### config.mk
export PLATFORM = sky130hd
export DESIGN_NAME = am_lock_lane
export DESIGN_NICKNAME = d
export VERILOG_FILES = /design/src/source/am_lock_pkg.sv /design/src/source/am_comparator.sv /design/src/source/am_lock_fsm.sv /design/src/source/am_lane_output.sv /design/src/source/am_lock_lane.sv
export SDC_FILE = /design/constraint.sdc
export NUM_CORES = 1
export LEC_CHECK = 0
export BUFFER_PORTS_ARGS = -buffer_cell sky130_fd_sc_hd__buf_4
export CAP_MARGIN = 40
export CORE_ASPECT_RATIO = 0.75
export CORE_MARGIN = 3
export CORE_UTILIZATION = 61
export CTS_BUF_LIST = sky130_fd_sc_hd__clkbuf_2 sky130_fd_sc_hd__clkbuf_4 sky130_fd_sc_hd__clkbuf_8
export CTS_CLUSTER_DIAMETER = 120
export DETAILED_ROUTE_END_ITERATION = 8
export PLACE_DENSITY = 0.87
export SLEW_MARGIN = 20
export SYNTH_ARGS = -nofsm -noshare
export SYNTH_HDL_FRONTEND = slang
export SYNTH_SLANG_ARGS = --single-unit
### constraint.sdc
create_clock -name i_clock -period 5.8 [get_ports i_clock]
set_clock_uncertainty 0.1 [all_clocks]
set_input_delay 1.16 -clock i_clock [delete_from_list [all_inputs] [get_ports i_clock]]
set_output_delay 1.16 -clock i_clock [all_outputs]
set_load 0.005 [all_outputs]
### src/source/am_lock_pkg.sv
package am_lock_pkg;

	localparam int N_PCS_LANES = 20;	// pcs lanes of a 100G link

	typedef logic [65:0] block_t;	// sync header in 65:64, byte 0 in 63:56
	typedef logic [N_PCS_LANES-1:0] lane_mask_t;	// one bit per pcs lane
	typedef logic [4:0] lane_id_t;	// lane number 0..19
	typedef logic [13:0] am_period_t;	// valid blocks between two markers
	typedef logic [23:0] am_code_t;	// M0 M1 M2 of one marker

	localparam logic [1:0] AM_SYNC = 2'b10;	// markers travel as control blocks

	// marker bytes M0, M1, M2 for lanes 0..19
	// M4..M6 on the wire carry the inverse of these, M3/M7 are the BIP bytes
	localparam am_code_t am_code_table [N_PCS_LANES] = '{
		24'hC1_68_21,	// lane 0
		24'h9D_71_8E,
		24'h59_4B_E8,
		24'h4D_95_7B,
		24'hF5_07_09,
		24'hDD_14_C2,	// lane 5
		24'h9A_4A_26,
		24'h7B_45_66,
		24'hA0_24_76,
		24'h68_C9_FB,
		24'hFD_6C_99,	// lane 10
		24'hB9_91_55,
		24'h5C_B9_B2,
		24'h1A_F8_BD,
		24'h83_C7_CA,
		24'h35_36_CD,	// lane 15
		24'hC4_31_4C,
		24'hAD_D6_B7,
		24'h5F_66_2A,
		24'hC0_F0_E5	// lane 19
	};

	// am lock states, one per bubble of the lock diagram
	typedef enum logic [1:0]
	{
		INIT,
		WAIT_1ST,
		WAIT_2ND,
		LOCKED
	} am_state_t;

endpackage

### src/source/am_comparator.sv
module am_comparator
	import am_lock_pkg::*;
(
	input  logic       i_clock,
	input  logic       i_reset,
	input  logic       i_valid,	// one block per strobe
	input  block_t     i_block,
	input  lane_mask_t i_match_mask,	// lanes the fsm still accepts
	output block_t     o_block,
	output logic       o_valid,
	output lane_mask_t o_match_vector,	// every lane that matched, unmasked
	output logic       o_am_valid	// marker of an accepted lane
);

	logic [1:0] sync_hdr;
	am_code_t   code_bytes;	// bytes 0..2
	am_code_t   inv_bytes;	// bytes 4..6
	lane_mask_t match_vector;
	logic       any_accepted;

	// split the block, BIP3 (byte 3) and BIP7 (byte 7) are skipped
	assign sync_hdr   = i_block[65:64];
	assign code_bytes = i_block[63:40];
	assign inv_bytes  = i_block[31:8];

	// all 20 lanes checked in parallel
	always_comb
	begin
		for (int k = 0; k < N_PCS_LANES; k++)
		begin
			match_vector[k] = (sync_hdr == AM_SYNC)
				&& (code_bytes == am_code_table[k])
				&& (inv_bytes == ~am_code_table[k]);	// second half is the inverse
		end
	end

	assign any_accepted = |(match_vector & i_match_mask);

	// block and match vector are plain pipeline data
	always_ff @(posedge i_clock)
	begin
		o_block        <= i_block;
		o_match_vector <= match_vector;
	end

	// strobe and decision travel together with the block
	always_ff @(posedge i_clock)
	begin
		if (i_reset)
		begin
			o_valid    <= 1'b0;
			o_am_valid <= 1'b0;
		end
		else
		begin
			o_valid    <= i_valid;
			o_am_valid <= i_valid && any_accepted;	// idle cycles never flag a marker
		end
	end

	// the 20 codes differ enough that a block can only ever hit one lane
	a_single_lane_match : assert property (
		@(posedge i_clock) disable iff (i_reset)
		o_valid |-> $onehot0(o_match_vector)
	) else $error("am_comparator: block matched more than one lane");

endmodule

### src/source/am_lock_fsm.sv
module am_lock_fsm
	import am_lock_pkg::*;
#(
	parameter int MAX_VALID_AM   = 20,
	parameter int MAX_INVALID_AM = 8
)
(
	input  logic                                  i_clock,
	input  logic                                  i_reset,
	input  logic                                  i_enable,	// lane in use
	input  logic                                  i_valid,	// delayed block strobe
	input  logic                                  i_block_lock,
	input  logic                                  i_am_valid,
	input  lane_mask_t                            i_match_vector,
	input  logic [$clog2(MAX_VALID_AM + 1)-1:0]   i_lock_thr,
	input  logic [$clog2(MAX_INVALID_AM + 1)-1:0] i_unlock_thr,
	input  am_period_t                            i_am_period,
	output lane_mask_t                            o_match_mask,
	output logic                                  o_am_lock,	// lock as of the next clock
	output logic                                  o_start_of_lane,
	output logic                                  o_resync
);

	localparam int NB_VALID_CNT   = $clog2(MAX_VALID_AM + 1);
	localparam int NB_INVALID_CNT = $clog2(MAX_INVALID_AM + 1);

	am_state_t                 state;
	am_state_t                 state_next;
	lane_mask_t                match_mask;
	lane_mask_t                match_mask_next;
	logic [NB_VALID_CNT-1:0]   valid_count;	// good markers at expiry, in a row
	logic [NB_INVALID_CNT-1:0] invalid_count;	// missing markers while locked
	am_period_t                search_timer;	// marker spacing from the last hit
	am_period_t                lane_timer;	// start-of-lane spacing from lock
	logic                      first_lock_done;
	logic                      step;
	logic                      search_done;
	logic                      lane_done;
	logic                      restart_search;
	logic                      lock_event;

	assign step        = i_valid && i_enable;	// everything moves one block at a time
	assign search_done = (search_timer >= i_am_period);
	assign lane_done   = (lane_timer >= i_am_period);

	// next state and mask
	always_comb
	begin
		state_next      = state;
		match_mask_next = match_mask;
		restart_search  = 1'b0;
		lock_event      = 1'b0;
		if (!i_block_lock)
		begin
			state_next      = INIT;	// block lock lost so start over
			match_mask_next = '1;
		end
		else if (step)
		begin
			unique case (state)
				INIT:
				begin
					state_next      = WAIT_1ST;
					match_mask_next = '1;
				end
				WAIT_1ST:
				begin
					if (i_am_valid)
					begin
						restart_search  = 1'b1;	// spacing counts from this marker
						match_mask_next = i_match_vector;	// follow this lane only
						state_next      = WAIT_2ND;
					end
				end
				WAIT_2ND:
				begin
					if (search_done && !i_am_valid)
					begin
						state_next      = WAIT_1ST;	// wrong spacing means a new search
						match_mask_next = '1;
					end
					else if (search_done && (valid_count == i_lock_thr))
					begin
						state_next = LOCKED;
						lock_event = 1'b1;
					end
				end
				LOCKED:
				begin
					if (search_done && !i_am_valid && (invalid_count == i_unlock_thr))
					begin
						state_next      = WAIT_1ST;	// too many misses
						match_mask_next = '1;
					end
				end
				default:
				begin
					state_next = INIT;
				end
			endcase
		end
	end

	always_ff @(posedge i_clock)
	begin
		if (i_reset)
		begin
			state      <= INIT;
			match_mask <= '1;
		end
		else
		begin
			state      <= state_next;
			match_mask <= match_mask_next;
		end
	end

	// counts only during the confirmation phase
	always_ff @(posedge i_clock)
	begin
		if (i_reset)
			valid_count <= '0;
		else if (step)
		begin
			if (state != WAIT_2ND)
				valid_count <= '0;
			else if (search_done)
				valid_count <= i_am_valid ? valid_count + 1'b1 : '0;
		end
	end

	// a good marker leaves the miss count alone and only a new lock clears it
	always_ff @(posedge i_clock)
	begin
		if (i_reset)
			invalid_count <= '0;
		else if (step)
		begin
			if (lock_event)
				invalid_count <= '0;
			else if ((state == LOCKED) && search_done && !i_am_valid)
				invalid_count <= invalid_count + 1'b1;
		end
	end

	// both timers run 1..period and wrap
	always_ff @(posedge i_clock)
	begin
		if (i_reset)
		begin
			search_timer    <= am_period_t'(1);
			lane_timer      <= am_period_t'(1);
			first_lock_done <= 1'b0;
		end
		else if (step)
		begin
			search_timer <= (restart_search || search_done) ? am_period_t'(1)
				: search_timer + 1'b1;
			lane_timer   <= (lock_event || lane_done) ? am_period_t'(1)
				: lane_timer + 1'b1;	// free running once locked
			if (lock_event)
				first_lock_done <= 1'b1;
		end
	end

	assign o_match_mask    = match_mask;
	assign o_am_lock       = (state_next == LOCKED);
	assign o_start_of_lane = step && (state == LOCKED) && lane_done;
	// offset moved if the lane timer is not at its end when the marker locks
	assign o_resync        = lock_event && (!first_lock_done || (lane_timer != search_timer));

	a_locked_single_lane : assert property (
		@(posedge i_clock) disable iff (i_reset)
		(state == LOCKED) |-> $onehot(match_mask)
	) else $error("am_lock_fsm: locked without a one-hot lane mask");

	// the flag leads LOCKED only on the marker that completes the lock
	a_lock_means_locked : assert property (
		@(posedge i_clock) disable iff (i_reset)
		o_am_lock |-> (state == LOCKED) || ((state == WAIT_2ND) && i_am_valid)
	) else $error("am_lock_fsm: lock flag raised outside LOCKED");

endmodule

### src/source/am_lane_output.sv
module am_lane_output
	import am_lock_pkg::*;
(
	input  logic       i_clock,
	input  logic       i_reset,
	input  logic       i_valid,
	input  block_t     i_block,
	input  logic       i_am_valid,	// block is a marker of the locked lane
	input  logic       i_am_lock,
	input  lane_mask_t i_match_mask,
	input  logic       i_start_of_lane,
	input  logic       i_resync,
	output block_t     o_block,
	output logic       o_block_valid,
	output logic       o_am_lock,
	output lane_id_t   o_lane_id,
	output logic       o_start_of_lane,
	output logic       o_resync
);

	lane_id_t lane_enc;
	logic     drop_marker;

	// one-hot mask to lane number
	always_comb
	begin
		lane_enc = '0;
		for (int k = 0; k < N_PCS_LANES; k++)
		begin
			if (i_match_mask[k])
				lane_enc = lane_id_t'(k);
		end
	end

	assign drop_marker = i_am_lock && i_am_valid;	// unlocked, markers pass as data

	always_ff @(posedge i_clock)
	begin
		o_block <= i_block;	// data is qualified by the strobe
	end

	always_ff @(posedge i_clock)
	begin
		if (i_reset)
		begin
			o_block_valid   <= 1'b0;
			o_am_lock       <= 1'b0;
			o_lane_id       <= '0;
			o_start_of_lane <= 1'b0;
			o_resync        <= 1'b0;
		end
		else
		begin
			o_block_valid   <= i_valid && !drop_marker;
			o_am_lock       <= i_am_lock;
			o_start_of_lane <= i_start_of_lane;
			o_resync        <= i_resync;
			if (i_am_lock)
				o_lane_id <= lane_enc;	// last lane stays visible after unlock
		end
	end

endmodule

### src/source/am_lock_lane.sv
module am_lock_lane
	import am_lock_pkg::*;
#(
	parameter int MAX_VALID_AM   = 20,
	parameter int MAX_INVALID_AM = 8
)
(
	input  logic                                  i_clock,
	input  logic                                  i_reset,
	input  logic                                  i_valid,
	input  logic                                  i_enable,
	input  logic                                  i_block_lock,
	input  block_t                                i_block,
	input  logic [$clog2(MAX_VALID_AM + 1)-1:0]   i_lock_thr,	// extra good markers for lock
	input  logic [$clog2(MAX_INVALID_AM + 1)-1:0] i_unlock_thr,	// misses tolerated
	input  am_period_t                            i_am_period,
	output block_t                                o_block,
	output logic                                  o_block_valid,
	output logic                                  o_am_lock,
	output lane_id_t                              o_lane_id,
	output logic                                  o_start_of_lane,
	output logic                                  o_resync
);

	block_t     blk;	// block one cycle after input
	logic       blk_valid;
	lane_mask_t match_vector;
	logic       am_valid;
	lane_mask_t match_mask;
	logic       am_lock;
	logic       start_of_lane;
	logic       resync;

	// marker detection, adds the first cycle
	am_comparator u_am_comparator (
		.i_clock        (i_clock),
		.i_reset        (i_reset),
		.i_valid        (i_valid),
		.i_block        (i_block),
		.i_match_mask   (match_mask),
		.o_block        (blk),
		.o_valid        (blk_valid),
		.o_match_vector (match_vector),
		.o_am_valid     (am_valid)
	);

	// lock decision, same cycle as the registered block
	am_lock_fsm #(
		.MAX_VALID_AM   (MAX_VALID_AM),
		.MAX_INVALID_AM (MAX_INVALID_AM)
	) u_am_lock_fsm (
		.i_clock         (i_clock),
		.i_reset         (i_reset),
		.i_enable        (i_enable),
		.i_valid         (blk_valid),
		.i_block_lock    (i_block_lock),
		.i_am_valid      (am_valid),
		.i_match_vector  (match_vector),
		.i_lock_thr      (i_lock_thr),
		.i_unlock_thr    (i_unlock_thr),
		.i_am_period     (i_am_period),
		.o_match_mask    (match_mask),
		.o_am_lock       (am_lock),
		.o_start_of_lane (start_of_lane),
		.o_resync        (resync)
	);

	// marker removal and lane report, second cycle
	am_lane_output u_am_lane_output (
		.i_clock         (i_clock),
		.i_reset         (i_reset),
		.i_valid         (blk_valid),
		.i_block         (blk),
		.i_am_valid      (am_valid),
		.i_am_lock       (am_lock),
		.i_match_mask    (match_mask),
		.i_start_of_lane (start_of_lane),
		.i_resync        (resync),
		.o_block         (o_block),
		.o_block_valid   (o_block_valid),
		.o_am_lock       (o_am_lock),
		.o_lane_id       (o_lane_id),
		.o_start_of_lane (o_start_of_lane),
		.o_resync        (o_resync)
	);

endmodule

==> metrics, run 1 <==
cts repair resizes 0; Crit path top cell by count buf_4; Sw Pwr 0.000689 W; Pint 0.00244 W; # IOs 169; EDFF count, synth 0; Clock Sinks 223; RSZ-0062 raised after global routing no; synthesized flop and latch total 223; chip width 139 um; hold-fix buffers at CTS 0; pwr/cell area 307 nW/um^2; Worst-Margin Slew 0.928 ns; R2R depth 9; Worst R2R Start u_am_lock_fsm.search_timer[3]$_SDFFE_PP0P_; Worst EP arrival 3.97 ns; post-synth cell types 59; Peak VDD IR 284 uV; antenna violations before repair 0; Die ar. 14600 sq um; layout cell share with drive strength beyond 1 27.7%; Crit Reg-Reg Endpoint u_am_lock_fsm.invalid_count[1]$_SDFFE_PP0P_; routed vias/inst 6.18; H-Tree Depth 1; WL/cell 21.7 um; Rel. slew slack 37.3%; clk_lat worst skew 0.56 ns; drc violations 0; number of setup buffers added after CTS 0; LEAKAGE 4.20 nW; final setup vio count 0; Sw Ratio 22.0%; Max FO, Critical Path 15; core footprint 12600 sq um; WP buf/inv 3; Final Max Slew Viols 0; family with the most delay on the worst path compound AO/OA/AOI/OAI gates; Tmin final 3.58 ns; Hold Path Sink u_am_lane_output.o_block[23]$_DFF_P_; Congestion Overflow GR 0; Maximum Capacitance Violations 0; Final nets 1049; final setup TNS 0 ns; Worst Hold Depth 0; Via Count 6884; CTS clk-pin slew, worst paths 0.06 ns; die height 106 um; TritonCTS clock tree yes; Mapped Nets 859; DR iter-0 viols 664; DP HPWL 17700 um; Hold Vio Cnt, Final 0; Hold Crit Start u_am_comparator.o_block[23]$_DFF_P_; Syn Inst Count 733; Tot GR Track Use 31.8%; Routed Antenna Nets 0; sequential fraction of the synthesis area 55.4%; Synth Flop Type dfxtp_1; crit end category flop; fmax 279 MHz; TritonCTS Buffers 31; CP Depth 11; gp weighted congestion 1.00; slowest CP cell a211oi_4; Yosys Warn Count 0; Max Root-Sink Buffers 3; register share of total power 51.2%; Ant. Diodes 0; WL final 24200 um; Post-Syn Area per Cell 11.0 sq um; DRT Pass-1 Iters 7; final worst path period share 61.8%; Hold/Removal Path Class reg2reg; hold_ws 0.226 ns; row count 35; Clk pwr share 42.7%; first-pass GRT wire length 37500 um; Worst setup SP type primary input; Post-Syn Area 8060 sq um; Area growth syn-to-layout 26.8%; Worst path max stage delay 0.62 ns; vias in the first global route 6939; CP required 6.18 ns; largest net degree at the start of global routing 31; fraction of registers with async set/reset 0%; critical path cell sequence buf_4 > inv_1 > ha_1 > a211o_1 > a21oi_2 > o21ai_2 > a211oi_4 > nor2_1 > buf_4 > or3b_1 > a21oi_1; Starting Density 63.9%; Comb pwr share 6.1%; critical path class in2reg; Root Driver clkbuf_8; status completed; # port buffers 168; r2r setup slk 2.49 ns
==> metal layers <==
metal	global-route usage [%]	vias up	part of all wire [%]
met2	51.7	417	46
li1	-	3091	-
met1	42.2	3308	41
met5	0	-	0
met3	9.12	68	10
met4	8.10	0	2.4
==> cells in the final DEF (no fill, tap or decap), types with 27 or more instances in the layout <==
cell,instances
ha_1,32
nand4_1,40
inv_1,27
nand2_1,35
buf_4,171
dfxtp_1,223
xnor2_1,36
clkbuf_8,45
nor2_1,44
nand3_1,29
nor4bb_1,36
==> logic make-up (layout without fill, tap and decap cells) <==
group,after synthesis,count (layout),synth area share (%)
fa+ha+maj,32,32,4.97
simple gates,266,266,20.3
mux,1,1,0.124
xor+xnor,54,54,5.87
compound gates,111,111,11.0
buf+inv,46,261,2.39
flops,223,223,55.4
==> worst max-delay path by stage <==
stage / endpoint / startpoint / slack [ns]
after floorplan: u_am_lock_fsm.lane_timer[10]$_SDFFE_PP0P_ / i_am_period[3] / 2.59
after global placement: u_am_lock_fsm.invalid_count[1]$_SDFFE_PP0P_ / i_am_period[3] / 1.87
after detailed placement: u_am_lock_fsm.invalid_count[1]$_SDFFE_PP0P_ / i_am_period[3] / 1.78
after CTS: u_am_lock_fsm.invalid_count[1]$_SDFFE_PP0P_ / i_am_period[3] / 2.29
after global routing: u_am_lock_fsm.invalid_count[1]$_SDFFE_PP0P_ / i_am_period[3] / 2.13
final: u_am_lock_fsm.invalid_count[1]$_SDFFE_PP0P_ / i_am_period[3] / 2.22
==> sequential cells by signal (all words and copies together) (netlist names) <==
register	cells
u_am_lane_output.o_am_lock	1
u_am_comparator.o_match_vector	20
u_am_comparator.o_am_valid	1
u_am_lock_fsm.valid_count	5
u_am_lock_fsm.o_match_mask	20
u_am_lane_output.o_lane_id	5
u_am_lane_output.o_start_of_lane	1
u_am_lock_fsm.search_timer	14
u_am_comparator.o_valid	1
u_am_lock_fsm.first_lock_done	1
u_am_lane_output.o_block	66
u_am_lane_output.o_block_valid	1
u_am_lock_fsm.state	2
u_am_comparator.o_block	66
u_am_lane_output.o_resync	1
u_am_lock_fsm.invalid_count	4
u_am_lock_fsm.lane_timer	14
==> cell type report <==
class / count / area [sq um]
Sequential cell: 223 / 4460
Multi-Input combinational cell: 464 / 3400
Fill cell: 732 / 2400
Timing Repair Buffer: 176 / 1310
Clock buffer: 49 / 649
Tap cell: 166 / 208
Inverter: 27 / 101
Clock inverter: 9 / 72.6
==> power groups by stage <==
stage / Clock, W / Sequential [W] / Combinational (W)
floorplan: 0 / 0.00163 / 0.0000600
global placement: 0 / 0.00163 / 0.000178
finish: 0.00134 / 0.00160 / 0.000192
global route: 0.00142 / 0.00161 / 0.000204
CTS: 0.00135 / 0.00160 / 0.000188
detailed placement: 0 / 0.00164 / 0.000186
==> per-stage QoR <==
step	total power (W)	util (%)	instance area, sq um	worst slack (ns)	cells
2_1_floorplan	0.00169	-	8060	2.59	733
6_report	0.00313	81.0	10200	2.22	1114
3_3_place_gp	0.00181	75.0	9460	1.87	1051
3_5_place_dp	0.00182	75.1	9470	1.78	1052
4_1_cts	0.00314	80.8	10200	2.29	1110
5_1_grt	0.00323	81.0	10200	2.13	1114
==> cells in the mapped netlist (3+ instances only) <==
library cell    n  share of area, %
a2111oi_0       3              0.33
a2111oi_2       9               1.7
a211oi_1        3              0.28
a21o_1          3              0.28
a21oi_1        25               1.6
a22oi_1         5              0.47
and2_1          4              0.31
and3_1          6              0.47
and4_1          3              0.33
and4bb_2       10               1.6
buf_2           4              0.25
clkbuf_1       11              0.51
dfxtp_1       223                55
ha_1           32               5.0
inv_1          27               1.3
nand2_1        35               1.6
nand2b_1        6              0.47
nand3_1        29               1.8
nand4_1        40               3.1
nor2_1         44               2.0
nor2b_1         4              0.31
nor3_1         12              0.75
nor4_1         23               1.8
nor4bb_1       36               4.5
o21a_1          8              0.75
o21ai_0         9              0.56
o22a_1         20               2.2
o31ai_1         3              0.28
or3_1           7              0.54
xnor2_1        36               3.9
xor2_1         18               2.0
Power figures use the tool's default switching activity.
==> inputs of run 2 (changes only) <==
--- a/config.mk
+++ b/config.mk
@@ -9,11 +9,11 @@
 export CAP_MARGIN = 40
 export CORE_ASPECT_RATIO = 0.75
 export CORE_MARGIN = 3
-export CORE_UTILIZATION = 61
+export CORE_UTILIZATION = 51
 export CTS_BUF_LIST = sky130_fd_sc_hd__clkbuf_2 sky130_fd_sc_hd__clkbuf_4 sky130_fd_sc_hd__clkbuf_8
 export CTS_CLUSTER_DIAMETER = 120
 export DETAILED_ROUTE_END_ITERATION = 8
-export PLACE_DENSITY = 0.87
+export PLACE_DENSITY = 0.77
 export SLEW_MARGIN = 20
 export SYNTH_ARGS = -nofsm -noshare
 export SYNTH_HDL_FRONTEND = slang
==> constraint.sdc (replaced) <==
create_clock -name i_clock -period 2.89 [get_ports i_clock]
set_clock_uncertainty 0.1 [all_clocks]
set_input_delay 0.578 -clock i_clock [delete_from_list [all_inputs] [get_ports i_clock]]
set_output_delay 0.578 -clock i_clock [all_outputs]
set_load 0.005 [all_outputs]
==> metrics, run 2 (same netlist as run 1, synthesis figures left out) <==
DR iter-0 viols 473 (-29%); Starting Density 52.4% (-11 points); Total Power 0.00613 W (+96%); antenna violations before repair 0 (unchanged); most common cell after layout, fill and taps aside buf_4; Routed Antenna Nets 0 (unchanged); TritonCTS Buffers 34 (+9.7%); Post-Place Worst Slack -0.136 ns (-1.92 ns); Peak VDD IR 431 uV (+52%); largest net degree at the start of global routing 31 (unchanged); commonest cells after routing, fill and taps aside buf_4 (228), dfxtp_1 (223), nor2_1 (44); die height 115 um (+8.8%); crit end category flop; Hold/Removal Path Class in2reg; TritonCTS clock tree yes; routed vias/inst 5.46 (-12%); Final Cell Area 10600 sq um (+4.0%); H-Tree Depth 2 (+1); clk_lat worst skew 0.49 ns (-0.07 ns); Via Count 6578 (-4.4%); Tot GR Track Use 23.9% (-7.9 points); CTS clk-pin slew, worst paths 0.06 ns (about the same); multi-input logic area 3400 sq um (-0.11%); Worst-Margin Slew 0.717 ns (-0.211 ns); # IOs 169 (unchanged); Final nets 1105 (+5.3%); Tmin final 2.72 ns; number of setup buffers added after CTS 0 (unchanged); Largest regs u_am_comparator.o_block (66), u_am_lane_output.o_block (66); filler instances 1207 (+65%); Worst EP arrival 2.99 ns (-0.98 ns); critical path class reg2reg; Seq. cell area 4460 sq um (unchanged); vias in the first global route 6272 (-9.6%); Clock Sinks 223 (unchanged); gp weighted congestion 0.960 (-4.3%); status completed; RSZ-0062 raised after global routing no; fmax 368 MHz; Area growth syn-to-layout 31.8%; chip width 151 um (+9.0%); core footprint 15400 sq um (+22%); Ant. Diodes 0 (unchanged); first-pass GRT wire length 32900 um (-12%); CP required 3.16 ns (-3.02 ns); Die ar. 17400 sq um (+19%); layout cell share with drive strength beyond 1 31.4% (+3.7 points); LEAKAGE 4.46 nW (+6.3%); Congestion Overflow GR 0 (unchanged); Setup WS post-layout 0.173 ns (-2.04 ns); Max Root-Sink Buffers 3 (unchanged); drc violations 0 (unchanged); hold-fix buffers at CTS 0 (unchanged); pwr/cell area 577 nW/um^2 (+88%); final setup vio count 0 (unchanged); # port buffers 168 (unchanged); WL final 21100 um (-13%); Root Driver clkbuf_8; Maximum Capacitance Violations 0 (unchanged); Rel. slew slack 51.8% (+14 points); DRT Pass-1 Iters 6 (-1); Max FO, Critical Path 9 (-6); Worst setup SP type flop; Hold Vio Cnt, Final 0 (unchanged); WL/cell 17.5 um (-19%); placed instance area 9950 sq um (+5.1%); row count 39 (+11%); final worst path period share 94.0%; cts repair resizes 0 (unchanged); Final Max Slew Viols 0 (unchanged); DP HPWL 16000 um (-9.5%)
[run 2: metrics by stage]
step	cells	util [%]	TNS [ns]	hold WS (ns)
finish	1205	69.1	0	0.0879
global route	1205	69.1	0	0.0582
CTS	1205	69.1	0	0.0579
detailed placement	1148	64.8	-3.60	0.212
global placement	1148	64.8	-1.53	0.210
floorplan	733	-	0	0.210
[run 2: routing by layer]
metal	global-route usage (%)	share of wire, %	up-vias	wire length (um)
met5	0	0	-	0
met3	5.91	9.2	38	1950
met2	35.0	42	277	8800
li1	-	-	3192	-
met4	5.62	1.5	0	316
met1	35.6	48	3071	10000
[run 2: area by class of cell]
cell class | count | share of cell area [%]
Clock buffer | 51 | 5.96
Multi-Input combinational cell | 464 | 32.0
Timing Repair Buffer | 229 | 16.3
Inverter | 27 | 0.954
Clock inverter | 6 | 0.318
Sequential cell | 223 | 42.0
Tap cell | 205 | 2.41
[run 2: final timing paths]
path / endpoint / startpoint / cells after the start / slack (ns)
hold / removal: u_am_comparator.o_block[0]$_DFF_P_ / i_block[0] / 1 / 0.09
setup / recovery: u_am_lane_output.o_lane_id[0]$_SDFFE_PP0N_ / u_am_lock_fsm.search_timer[3]$_SDFFE_PP0P_ / 8 / 0.17
hold reg to reg: u_am_lane_output.o_block[41]$_DFF_P_ / u_am_comparator.o_block[41]$_DFF_P_ / 0 / 0.22
setup reg to reg: u_am_lane_output.o_lane_id[0]$_SDFFE_PP0N_ / u_am_lock_fsm.search_timer[3]$_SDFFE_PP0P_ / 8 / 0.17
[run 2: where the power goes]
part / internal [W] / switching (W)
logic: 0.000217 / 0.000173
clock network: 0.00140 / 0.00113
registers: 0.00318 / 0.0000304
[run 2: critical path, cell delays in order (launching register included)]
cell	delay, ns
dfxtp_1	0.40
ha_1	0.27
a211o_1	0.31
a21oi_2	0.13
o21ai_2	0.08
a211oi_4	0.49
o221ai_2	0.27
or3_1	0.41
o211a_1	0.13
